===== config.mk =====
export PLATFORM = sky130hd
export DESIGN_NAME = seChannelLoad
export DESIGN_NICKNAME = d
export VERILOG_FILES = /design/src/rtl/seSoundPkg.sv /design/src/rtl/seRomReader.sv /design/src/rtl/seChannelBuffer.sv /design/src/rtl/seChannelDrain.sv /design/src/rtl/seChannelLoad.sv
export VERILOG_INCLUDE_DIRS = /design/src /design/src/rtl
export SDC_FILE = /design/constraint.sdc
export NUM_CORES = 2
export LEC_CHECK = 0
export BUFFER_PORTS_ARGS = -buffer_cell sky130_fd_sc_hd__clkbuf_2
export CELL_PAD_IN_SITES_DETAIL_PLACEMENT = 2
export CELL_PAD_IN_SITES_GLOBAL_PLACEMENT = 2
export CORE_ASPECT_RATIO = 0.7
export CORE_MARGIN = 2
export CORE_UTILIZATION = 51
export CTS_CLUSTER_DIAMETER = 40
export DETAILED_ROUTE_END_ITERATION = 16
export PLACE_DENSITY = 0.84
export SLEW_MARGIN = 20
export SYNTH_ARGS = -nofsm -noshare
export SYNTH_HDL_FRONTEND = slang
export SYNTH_SLANG_ARGS = --single-unit

===== constraint.sdc =====
create_clock -name iSysClk -period 7.2 [get_ports iSysClk]
set_input_delay 0 -clock iSysClk [delete_from_list [all_inputs] [get_ports iSysClk]]
set_output_delay 0 -clock iSysClk [all_outputs]
set_load 0.1 [all_outputs]

===== src/rtl/seSound_config.svh =====
// Channel loader constants: channel count, page size and stride, channel shift, buffer depth
`ifndef SE_SOUND_CONFIG_SVH
`define SE_SOUND_CONFIG_SVH

// ------------------------------
// Channel set
// ------------------------------
`define SE_CH_NUM       5           // Sound channels fed from ROM

// ------------------------------
// ROM page layout
// ------------------------------
// Each request pulls one page
`define SE_PAGE_BYTES   16          // Bytes per page request
`define SE_PAGE_STRIDE  32'h800     // One 11-bit column field
`define SE_CH_SHIFT     21          // Channel field position in address

// ------------------------------
// Channel buffer
// ------------------------------
`define SE_BUF_DEPTH    32          // Sample FIFO words

`endif


===== src/rtl/seSoundPkg.sv =====
// Loader types: width typedefs, ROM and channel bus structs, reader state enum
`include "seSound_config.svh"

package seSoundPkg;

    // ------------------------------
    // Meaningful widths
    // ------------------------------
    typedef logic [26:0]            romAddr_t;  // Block, page, column 10:0
    typedef logic [7:0]             romByte_t;  // Flash data byte
    typedef logic [15:0]            sample_t;   // Sound sample, low byte first in ROM
    typedef logic [2:0]             chIdx_t;    // Channel number
    typedef logic [`SE_CH_NUM-1:0]  chMask_t;   // One bit per channel

    // ------------------------------
    // Bus payloads
    // ------------------------------
    typedef struct packed {
        romAddr_t   addr;           // Page start, always a read
    } romCmd_t;

    typedef struct packed {
        romByte_t   data;
    } romData_t;

    // Reader to buffer link
    typedef struct packed {
        romByte_t   data;
        logic       last;           // Final byte of the page
    } chByte_t;

    typedef struct packed {
        chIdx_t     ch;             // Source channel tag
        sample_t    sample;
    } chSample_t;

    // Page request sequence
    typedef enum logic [1:0] {
        stIdle,
        stReq,
        stRecv
    } readerState_t;

endpackage


===== src/rtl/seRomReader.sv =====
// ROM reader: round-robin channel pick, per-channel page addressing, byte routing
`timescale 1ns/1ps
`include "seSound_config.svh"

module seRomReader import seSoundPkg::*;
(
    input  logic                        iSysClk,
    input  logic                        rstN,
    input  chMask_t                     chEnable,       // Channels wanted by game state
    input  chMask_t                     pageRoom,       // Buffer can take a full page
    output romCmd_t                     romCmd,
    output logic                        romCmdValid,
    input  logic                        romCmdReady,
    input  romData_t                    romData,
    input  logic                        romDataValid,   // No ready, every beat taken
    output chByte_t [`SE_CH_NUM-1:0]    chByte,
    output chMask_t                     chByteValid     // One-hot on selected channel
);

    localparam int chNum = `SE_CH_NUM;
    localparam int pageW = `SE_CH_SHIFT - $clog2(`SE_PAGE_STRIDE);  // Page field bits
    localparam int byteW = $clog2(`SE_PAGE_BYTES);

    readerState_t       state;
    chIdx_t             selCh;                  // Channel of page in flight
    chIdx_t             rrPtr;                  // Search start
    logic [pageW-1:0]   pageCnt [chNum];        // Next page per channel
    logic [byteW-1:0]   byteCnt;
    chMask_t            eligible;
    chIdx_t             pickCh;
    logic               pickAny;
    logic               lastByte;

    function automatic chIdx_t nextCh(input chIdx_t c);
        return (c == chIdx_t'(chNum - 1)) ? '0 : c + 1'b1;
    endfunction

    // ------------------------------
    // Channel pick
    // ------------------------------
    always_comb
    begin
        int idx;
        eligible = chEnable & pageRoom;
        pickCh   = '0;
        pickAny  = 1'b0;
        for (int i = 0; i < chNum; i++)
        begin
            idx = int'(rrPtr) + i;
            if (idx >= chNum)
                idx = idx - chNum;              // Wrap around channel set
            if (!pickAny && eligible[idx])
            begin
                pickAny = 1'b1;
                pickCh  = chIdx_t'(idx);
            end
        end
    end

    assign romCmdValid = (state == stReq);
    assign lastByte    = romDataValid && (byteCnt == byteW'(`SE_PAGE_BYTES - 1));

    // ------------------------------
    // Request FSM
    // ------------------------------
    always_ff @(posedge iSysClk or negedge rstN)
    begin
        if (!rstN)
        begin
            state   <= stIdle;
            selCh   <= '0;
            rrPtr   <= '0;
            byteCnt <= '0;
            for (int c = 0; c < chNum; c++)
                pageCnt[c] <= '0;
        end
        else
        begin
            case (state)
                stIdle:
                begin
                    if (pickAny)
                    begin
                        selCh <= pickCh;
                        rrPtr <= nextCh(pickCh);        // Fairness for next pick
                        state <= stReq;
                    end
                end
                stReq:
                begin
                    if (romCmdReady)
                    begin
                        pageCnt[selCh] <= pageCnt[selCh] + 1'b1;
                        byteCnt        <= '0;
                        state          <= stRecv;
                    end
                end
                stRecv:
                begin
                    if (romDataValid)
                        byteCnt <= byteCnt + 1'b1;
                    if (lastByte)
                        state <= stIdle;                // Page done
                end
                default:
                    state <= stIdle;
            endcase
        end
    end

    // Address captured at pick, held until accepted
    always_ff @(posedge iSysClk)
    begin
        if (state == stIdle && pickAny)
            romCmd.addr <= (romAddr_t'(pickCh) << `SE_CH_SHIFT)
                         + romAddr_t'(pageCnt[pickCh]) * romAddr_t'(`SE_PAGE_STRIDE);
    end

    // ------------------------------
    // Byte routing
    // ------------------------------
    always_ff @(posedge iSysClk or negedge rstN)
    begin
        if (!rstN)
            chByteValid <= '0;
        else if (state == stRecv && romDataValid)
            chByteValid <= chMask_t'(1) << selCh;
        else
            chByteValid <= '0;
    end

    always_ff @(posedge iSysClk)
    begin
        if (state == stRecv && romDataValid)
        begin
            chByte[selCh].data <= romData.data;
            chByte[selCh].last <= lastByte;     // Tags end of page
        end
    end

endmodule


===== src/rtl/seChannelBuffer.sv =====
// Channel buffer: byte-pair packing, sample FIFO with output register, page-room flag
`timescale 1ns/1ps
`include "seSound_config.svh"

module seChannelBuffer import seSoundPkg::*;
(
    input  logic        iSysClk,
    input  logic        rstN,
    input  chByte_t     inByte,
    input  logic        inValid,
    output logic        pageRoom,       // Room for one more page
    output sample_t     outSample,
    output logic        outValid,
    input  logic        outReady
);

    localparam int depth     = `SE_BUF_DEPTH;
    localparam int ptrW      = $clog2(depth);
    localparam int pageWords = `SE_PAGE_BYTES / 2;

    // Byte pairing
    romByte_t           lowByte;
    logic               haveLow;        // Low byte held, waiting for high
    logic               inPage;         // Page partly received
    logic               pageStart;
    logic               wrNow;

    // Sample FIFO
    sample_t            mem [depth];
    logic [ptrW:0]      wrPtr;
    logic [ptrW:0]      rdPtr;
    logic [ptrW:0]      fill;
    logic [ptrW:0]      pending;        // Promised words not yet written
    logic [ptrW+1:0]    used;
    logic               fifoEmpty;
    logic               popFifo;

    assign pageStart = inValid && !inPage;
    assign wrNow     = inValid && haveLow;          // High byte completes a sample

    assign fill      = wrPtr - rdPtr;
    assign fifoEmpty = (fill == '0);
    assign popFifo   = !fifoEmpty && (!outValid || outReady);

    // ------------------------------
    // Page room
    // ------------------------------
    // Words on their way count as used
    assign used     = {1'b0, fill} + {1'b0, pending};
    assign pageRoom = (used <= (ptrW + 2)'(depth - pageWords));

    // ------------------------------
    // Pairing and promise
    // ------------------------------
    always_ff @(posedge iSysClk or negedge rstN)
    begin
        if (!rstN)
        begin
            haveLow <= 1'b0;
            inPage  <= 1'b0;
            pending <= '0;
        end
        else
        begin
            if (inValid)
            begin
                haveLow <= !haveLow && !inByte.last;    // Last byte closes pairing
                inPage  <= !inByte.last;
            end
            // Whole page promised on first byte, released per word
            pending <= pending
                     + (pageStart ? (ptrW + 1)'(pageWords) : '0)
                     - {{ptrW{1'b0}}, wrNow};
        end
    end

    // ------------------------------
    // FIFO pointers and output stage
    // ------------------------------
    always_ff @(posedge iSysClk or negedge rstN)
    begin
        if (!rstN)
        begin
            wrPtr    <= '0;
            rdPtr    <= '0;
            outValid <= 1'b0;
        end
        else
        begin
            if (wrNow)
                wrPtr <= wrPtr + 1'b1;
            if (popFifo)
                rdPtr <= rdPtr + 1'b1;
            if (!outValid || outReady)
                outValid <= !fifoEmpty;         // Refill or drop when consumed
        end
    end

    always_ff @(posedge iSysClk)
    begin
        if (inValid && !haveLow)
            lowByte <= inByte.data;
        if (wrNow)
            mem[wrPtr[ptrW-1:0]] <= {inByte.data, lowByte};     // High byte on top
        if (popFifo)
            outSample <= mem[rdPtr[ptrW-1:0]];
    end

endmodule


===== src/rtl/seChannelDrain.sv =====
// Drain arbiter: round-robin merge of channel FIFOs into one tagged registered stream
`timescale 1ns/1ps
`include "seSound_config.svh"

module seChannelDrain import seSoundPkg::*;
(
    input  logic                        iSysClk,
    input  logic                        rstN,
    input  sample_t [`SE_CH_NUM-1:0]    chSample,
    input  chMask_t                     chValid,
    output chMask_t                     chReady,    // Pop strobe per buffer
    output chSample_t                   outSample,
    output logic                        outValid,
    input  logic                        outReady    // Sound generator back-pressure
);

    localparam int chNum = `SE_CH_NUM;

    chIdx_t     rrPtr;                  // Channel after last grant
    chIdx_t     grantCh;
    logic       grantAny;
    logic       load;                   // Output stage free this cycle

    function automatic chIdx_t nextCh(input chIdx_t c);
        return (c == chIdx_t'(chNum - 1)) ? '0 : c + 1'b1;
    endfunction

    // ------------------------------
    // Arbiter
    // ------------------------------
    always_comb
    begin
        int idx;
        grantCh  = '0;
        grantAny = 1'b0;
        for (int i = 0; i < chNum; i++)
        begin
            idx = int'(rrPtr) + i;
            if (idx >= chNum)
                idx = idx - chNum;
            if (!grantAny && chValid[idx])
            begin
                grantAny = 1'b1;
                grantCh  = chIdx_t'(idx);
            end
        end
    end

    assign load    = !outValid || outReady;
    assign chReady = (load && grantAny) ? (chMask_t'(1) << grantCh) : '0;

    // ------------------------------
    // Output register
    // ------------------------------
    always_ff @(posedge iSysClk or negedge rstN)
    begin
        if (!rstN)
        begin
            rrPtr    <= '0;
            outValid <= 1'b0;
        end
        else if (load)
        begin
            outValid <= grantAny;
            if (grantAny)
                rrPtr <= nextCh(grantCh);
        end
    end

    // Held steady while stalled
    always_ff @(posedge iSysClk)
    begin
        if (load && grantAny)
        begin
            outSample.ch     <= grantCh;
            outSample.sample <= chSample[grantCh];
        end
    end

endmodule


===== src/rtl/seChannelLoad.sv =====
// Channel loader top: ROM reader, per-channel buffers and drain arbiter
`timescale 1ns/1ps
`include "seSound_config.svh"

module seChannelLoad import seSoundPkg::*;
(
    input  logic        iSysClk,
    input  logic        rstN,
    input  chMask_t     chEnable,       // From game state
    output romCmd_t     romCmd,
    output logic        romCmdValid,
    input  logic        romCmdReady,
    input  romData_t    romData,
    input  logic        romDataValid,
    output chSample_t   outSample,      // To sound generator
    output logic        outValid,
    input  logic        outReady
);

    // ------------------------------
    // Internal links
    // ------------------------------
    chByte_t [`SE_CH_NUM-1:0]   chByte;         // Reader to buffers
    chMask_t                    chByteValid;
    chMask_t                    pageRoom;
    sample_t [`SE_CH_NUM-1:0]   bufSample;      // Buffers to drain
    chMask_t                    bufValid;
    chMask_t                    bufReady;

    seRomReader reader_i (
        .iSysClk        (iSysClk),
        .rstN           (rstN),
        .chEnable       (chEnable),
        .pageRoom       (pageRoom),
        .romCmd         (romCmd),
        .romCmdValid    (romCmdValid),
        .romCmdReady    (romCmdReady),
        .romData        (romData),
        .romDataValid   (romDataValid),
        .chByte         (chByte),
        .chByteValid    (chByteValid)
    );

    // One buffer per channel
    for (genvar c = 0; c < `SE_CH_NUM; c++)
    begin : genBuf
        seChannelBuffer buf_i (
            .iSysClk    (iSysClk),
            .rstN       (rstN),
            .inByte     (chByte[c]),
            .inValid    (chByteValid[c]),
            .pageRoom   (pageRoom[c]),
            .outSample  (bufSample[c]),
            .outValid   (bufValid[c]),
            .outReady   (bufReady[c])
        );
    end

    seChannelDrain drain_i (
        .iSysClk    (iSysClk),
        .rstN       (rstN),
        .chSample   (bufSample),
        .chValid    (bufValid),
        .chReady    (bufReady),
        .outSample  (outSample),
        .outValid   (outValid),
        .outReady   (outReady)
    );

endmodule


==> results.yml, run 1 <==
placed_design:
  numPortBuffers: 51
  dp_cells: 8703
  place_congestion: 0.8196
  dp_hpwl_microns: 278500
clocking:
  cts_resized: 30
  cts_hold_buf: 15
  cts-htree-levels: 5
  cts_sinks: 2933
  cts-root-buf: "clkbuf_16"
  numCtsBuffers: 335
  cts_setup_buffers: 9
  clock_path_buffers: 4
yosys:
  syn_avg_cell_area_sq_um: 20.66
  synth_top_area_share_pct: 70.81
  ys_types: 81
  yosysTopAreaCell: "edfxtp_1"
  synth_enable_flop_cells: 2757
  synth_most_common_cell: "edfxtp_1"
  synthFlopType: "edfxtp_1"
  synth_top_cells_by_count: "edfxtp_1, mux4_2, nand2_1"
  synthTopCellsByArea: "edfxtp_1, mux4_2, dfrtp_1"
  yosysSeqAreaShare_pct: 74.58
  syn_area_sq_mm: 0.1169
  syn_inst: 5658
  yosys_register_bits: 2933
  yosysWarnings: 0
  async_reset_ff_share_pct: 6.001
status:
  stop_stage: "clock tree synthesis (4_1_cts)"
  firstError: "[ERROR DPL-0033] detailed placement checks failed during check placement."
  outcome: "did not finish"
floorplan:
  die_w_microns: 576.3
  pin_count: 66
  initial_core_util_pct: 51.14
  die_y_microns: 404.6
  row_count: 147
## through the flow
stage	area, sq um	utilization [%]	setup WS, ns
after floorplan	117000	-	1.445
after global placement	121800	53.26	0.4972
after detailed placement	121800	53.28	-0.6473
## kinds of logic after synthesis
kind of cell | share of synthesized area (%)
buf+inv | 1.447
mux | 16.39
flops | 74.58
other cells | 0.003208
fa+ha+maj | 1.736
compound gates | 1.880
simple gates | 3.043
xor+xnor | 0.9214
==> inputs of run 2 (changes only) <==
CELL_PAD_IN_SITES_DETAIL_PLACEMENT = unset   (was 2)
CELL_PAD_IN_SITES_GLOBAL_PLACEMENT = unset   (was 2)
CORE_ASPECT_RATIO = unset   (was 0.7)
CORE_UTILIZATION = 40   (was 51)
CTS_CLUSTER_DIAMETER = unset   (was 40)
PLACE_DENSITY = unset   (was 0.84)
PLACE_DENSITY_LB_ADDON = 0.15   (was unset)
==> results.yml, run 2 <==
sta:
  min_period_over_period_pct: 90.40
  finalHoldViolCount: 0
  tightest_slew_ns: 1.214
  maxSlewViolCount: 0
  finalCriticalPeriod_ns: 6.509
  skew_ns: 0.06060
  maxClockFrequency_mhz: 153.6
  rsz0062_at_grt: "false"
  tns_ns: 0
  setup_viol: 0
  fin_ws_ns: 0.6909
  relSlewSlack_pct: 18.74
placed_design:
  numPortBuffers: 51
  place_congestion: 0.8298
  dp_cells: 9562
  dp_hpwl_microns: 166400
  place_ws_ns: 0.7182
yosys:
  ys_types: 81
  synth_enable_flop_cells: 2757
  syn_inst: 5658
  yosysSeqAreaShare_pct: 74.58
  yosysTopAreaCell: "edfxtp_1"
  synthFlopType: "edfxtp_1"
  yosys_register_bits: 2933
  async_reset_ff_share_pct: 6.001
  syn_area_sq_mm: 0.1169
  synthTopCellsByArea: "edfxtp_1, mux4_2, dfrtp_1"
  syn_avg_cell_area_sq_um: 20.66
  synth_top_area_share_pct: 70.81
  yosysWarnings: 0
  synth_most_common_cell: "edfxtp_1"
  synth_top_cells_by_count: "edfxtp_1, mux4_2, nand2_1"
detailed_routing:
  dr.first_iter.drc_count: 5159
  ant_nets: 0
  viasPerCell: 5.485
  dr.pass1.iters: 5
  vias: 56020
  wl_per_cell_microns: 28.06
  routed_wl_microns: 286600
  drc: 0
power:
  p_switching_w: 0.01742
  power.density_mw_per_mm2: 397.6
  sw_frac_of_total_pct: 32.68
  clockPowerShare_pct: 29.7
  power.leakage_nw: 43.69
  p_int_w: 0.03590
  p_comb_share_pct: 32.2
  pwr-share-seq_pct: 38.1
  vdd_drop_max_mv: 0.4066
setup_path:
  crit_type: "reg -> reg"
  cpPeakStageDelay_ns: 0.71
  cpMaxStageDelayCell: "a2111oi_2"
  critPathLaunchType: "flip-flop"
  reg2reg_slack_ns: 0.69
  crit_chain: "ha_1, inv_1, fa_1, a21o_1, a21oi_1, xnor2_1, ha_1, nand3_1, o221a_1, a31oi_1, a211oi_1, nor3_1, a311oi_1, a2111oi_2, nand2_1, o22ai_1, nand3_2, ha_1, a221o_1, o21ai_1"
  endpoint_kind: "flip-flop"
  crit_arrival_ns: 7.28
  path_max_fanout: 23
  crit_required_ns: 7.97
  crit_top_cell: "ha_1"
floorplan:
  die-area_sq_mm: 0.2966
  die_w_microns: 544.6
  initial_core_util_pct: 40.20
  row_count: 198
  core-area_sq_mm: 0.2908
  pin_count: 66
  die_y_microns: 544.6
global_routing:
  gr-total-overflow: 0
  grt_use_total_pct: 19.31
  grt_first_pass_wirelength_microns: 413700
  grt_antenna_before_repair: 18
  grt_pass1_vias: 57330
  grt_max_degree: 132
clocking:
  tritoncts: "built"
  cts_sinks: 2933
  cts.clk_slew.worst_paths_ns: 0.06
  cts-htree-levels: 5
  clock_path_buffers: 4
  cts-root-buf: "clkbuf_16"
  numCtsBuffers: 319
  clk_latency_ns: 0.90
cells_and_area:
  largest_reg_flops: 2560
  fin_util_pct: 46.11
  drive_above_1_share_pct: 27.64
  nNetsFinal: 6219
  stdcell_count: 10210
  syn_to_final_growth_pct: 14.71
  layout_common_cells: "edfxtp_1, mux4_2, nand2_1"
  layout_commonest_cell: "edfxtp_1"
status:
  outcome: "complete, no violations"
worst_hold_path:
  hp-class: "in -> reg"
run:
  cap_violations: 0
run 2: cell counts after synthesis:
Identical to the previous run, type by type.
run 2: area by class of cell:
type	count	area, sq um
diodes	5	12.51
inverters	157	589.3
fillers	24370	156700
repair buffers	330	2977
flip-flops and latches	2933	87240
clock buffers	399	8366
clock inverters	182	1735
well taps	3900	4880
multi-input cells	2308	28310
run 2: critical path, delay by kind of cell (launching register included):
kind	cells	cell delay [ns]
AOI/OAI and AO/OA	10	2.82
xor gates and xnor gates	1	0.14
adders and majority gates	4	1.43
buffers and inverters	1	0.06
DFF	1	0.70
and+or+nand+nor	4	1.23
run 2: per-layer routing:
layer	global-route usage [%]	part of all wire (%)
met1	27.26	43
met2	31.67	49
met3	2.877	5.0
met4	4.653	2.2
met5	0	0.011
run 2: cells by family (layout without fill, tap and decap cells):
group / Yosys count / after routing / share of synthesized area [%]
adders and majority gates: 152 / 152 / 1.736
DFF: 2933 / 2933 / 74.58
buffers and inverters: 430 / 1068 / 1.447
and+or+nand+nor: 804 / 804 / 3.043
AOI/OAI and AO/OA: 321 / 321 / 1.880
muxes: 894 / 894 / 16.39
other: 1 / 19 / 0.003208
xor gates and xnor gates: 123 / 123 / 0.9214
run 2: final timing paths:
path                                               start                        to  cells after the start
worst max-delay path            genBuf[0].buf_i.rdPtr[0]         reader_i.rrPtr[0]                     20
worst min-delay path                         romCmdReady         reader_i.state[0]                      4
worst max register to register  genBuf[0].buf_i.rdPtr[0]         reader_i.rrPtr[0]                     20
worst min register to register        reader_i.chByte[0]    genBuf[0].buf_i.inPage                      1
max in group asynchronous                           rstN  genBuf[3].buf_i.rdPtr[1]                      4
min in group asynchronous                           rstN      reader_i.pageCnt[33]                      4
run 2: what timing repair did:
| item | 4_1_cts | 5_1_grt |
|---|---|---|
| resized for setup | 0 | 0 |
| setup buffers | 0 | 0 |
| hold buffers | 14 | 0 |
| hold endpoints to repair | 216 | 0 |
run 2: per-stage QoR:
stage	total power, W	area (sq um)	hold WS [ns]
after CTS	0.05397	133300	0.01104
after global routing	0.05582	134100	0.06447
final	0.05332	134100	0.1031
after detailed placement	0.03806	123000	0.09129
after floorplan	0.03284	117000	-0.2956
after global placement	0.03790	122900	0.09786
run 2: power groups by stage:
stage / clock, W / combinational (W) / sequential (W)
3_5_place_dp: 0 / 0.0173 / 0.0208
4_1_cts: 0.0162 / 0.0173 / 0.0204
3_3_place_gp: 0 / 0.0171 / 0.0208
5_1_grt: 0.0169 / 0.0185 / 0.0204
6_report: 0.0158 / 0.0172 / 0.0203
2_1_floorplan: 0 / 0.0119 / 0.0210
No activity file was read; power rests on OpenSTA's default activity.
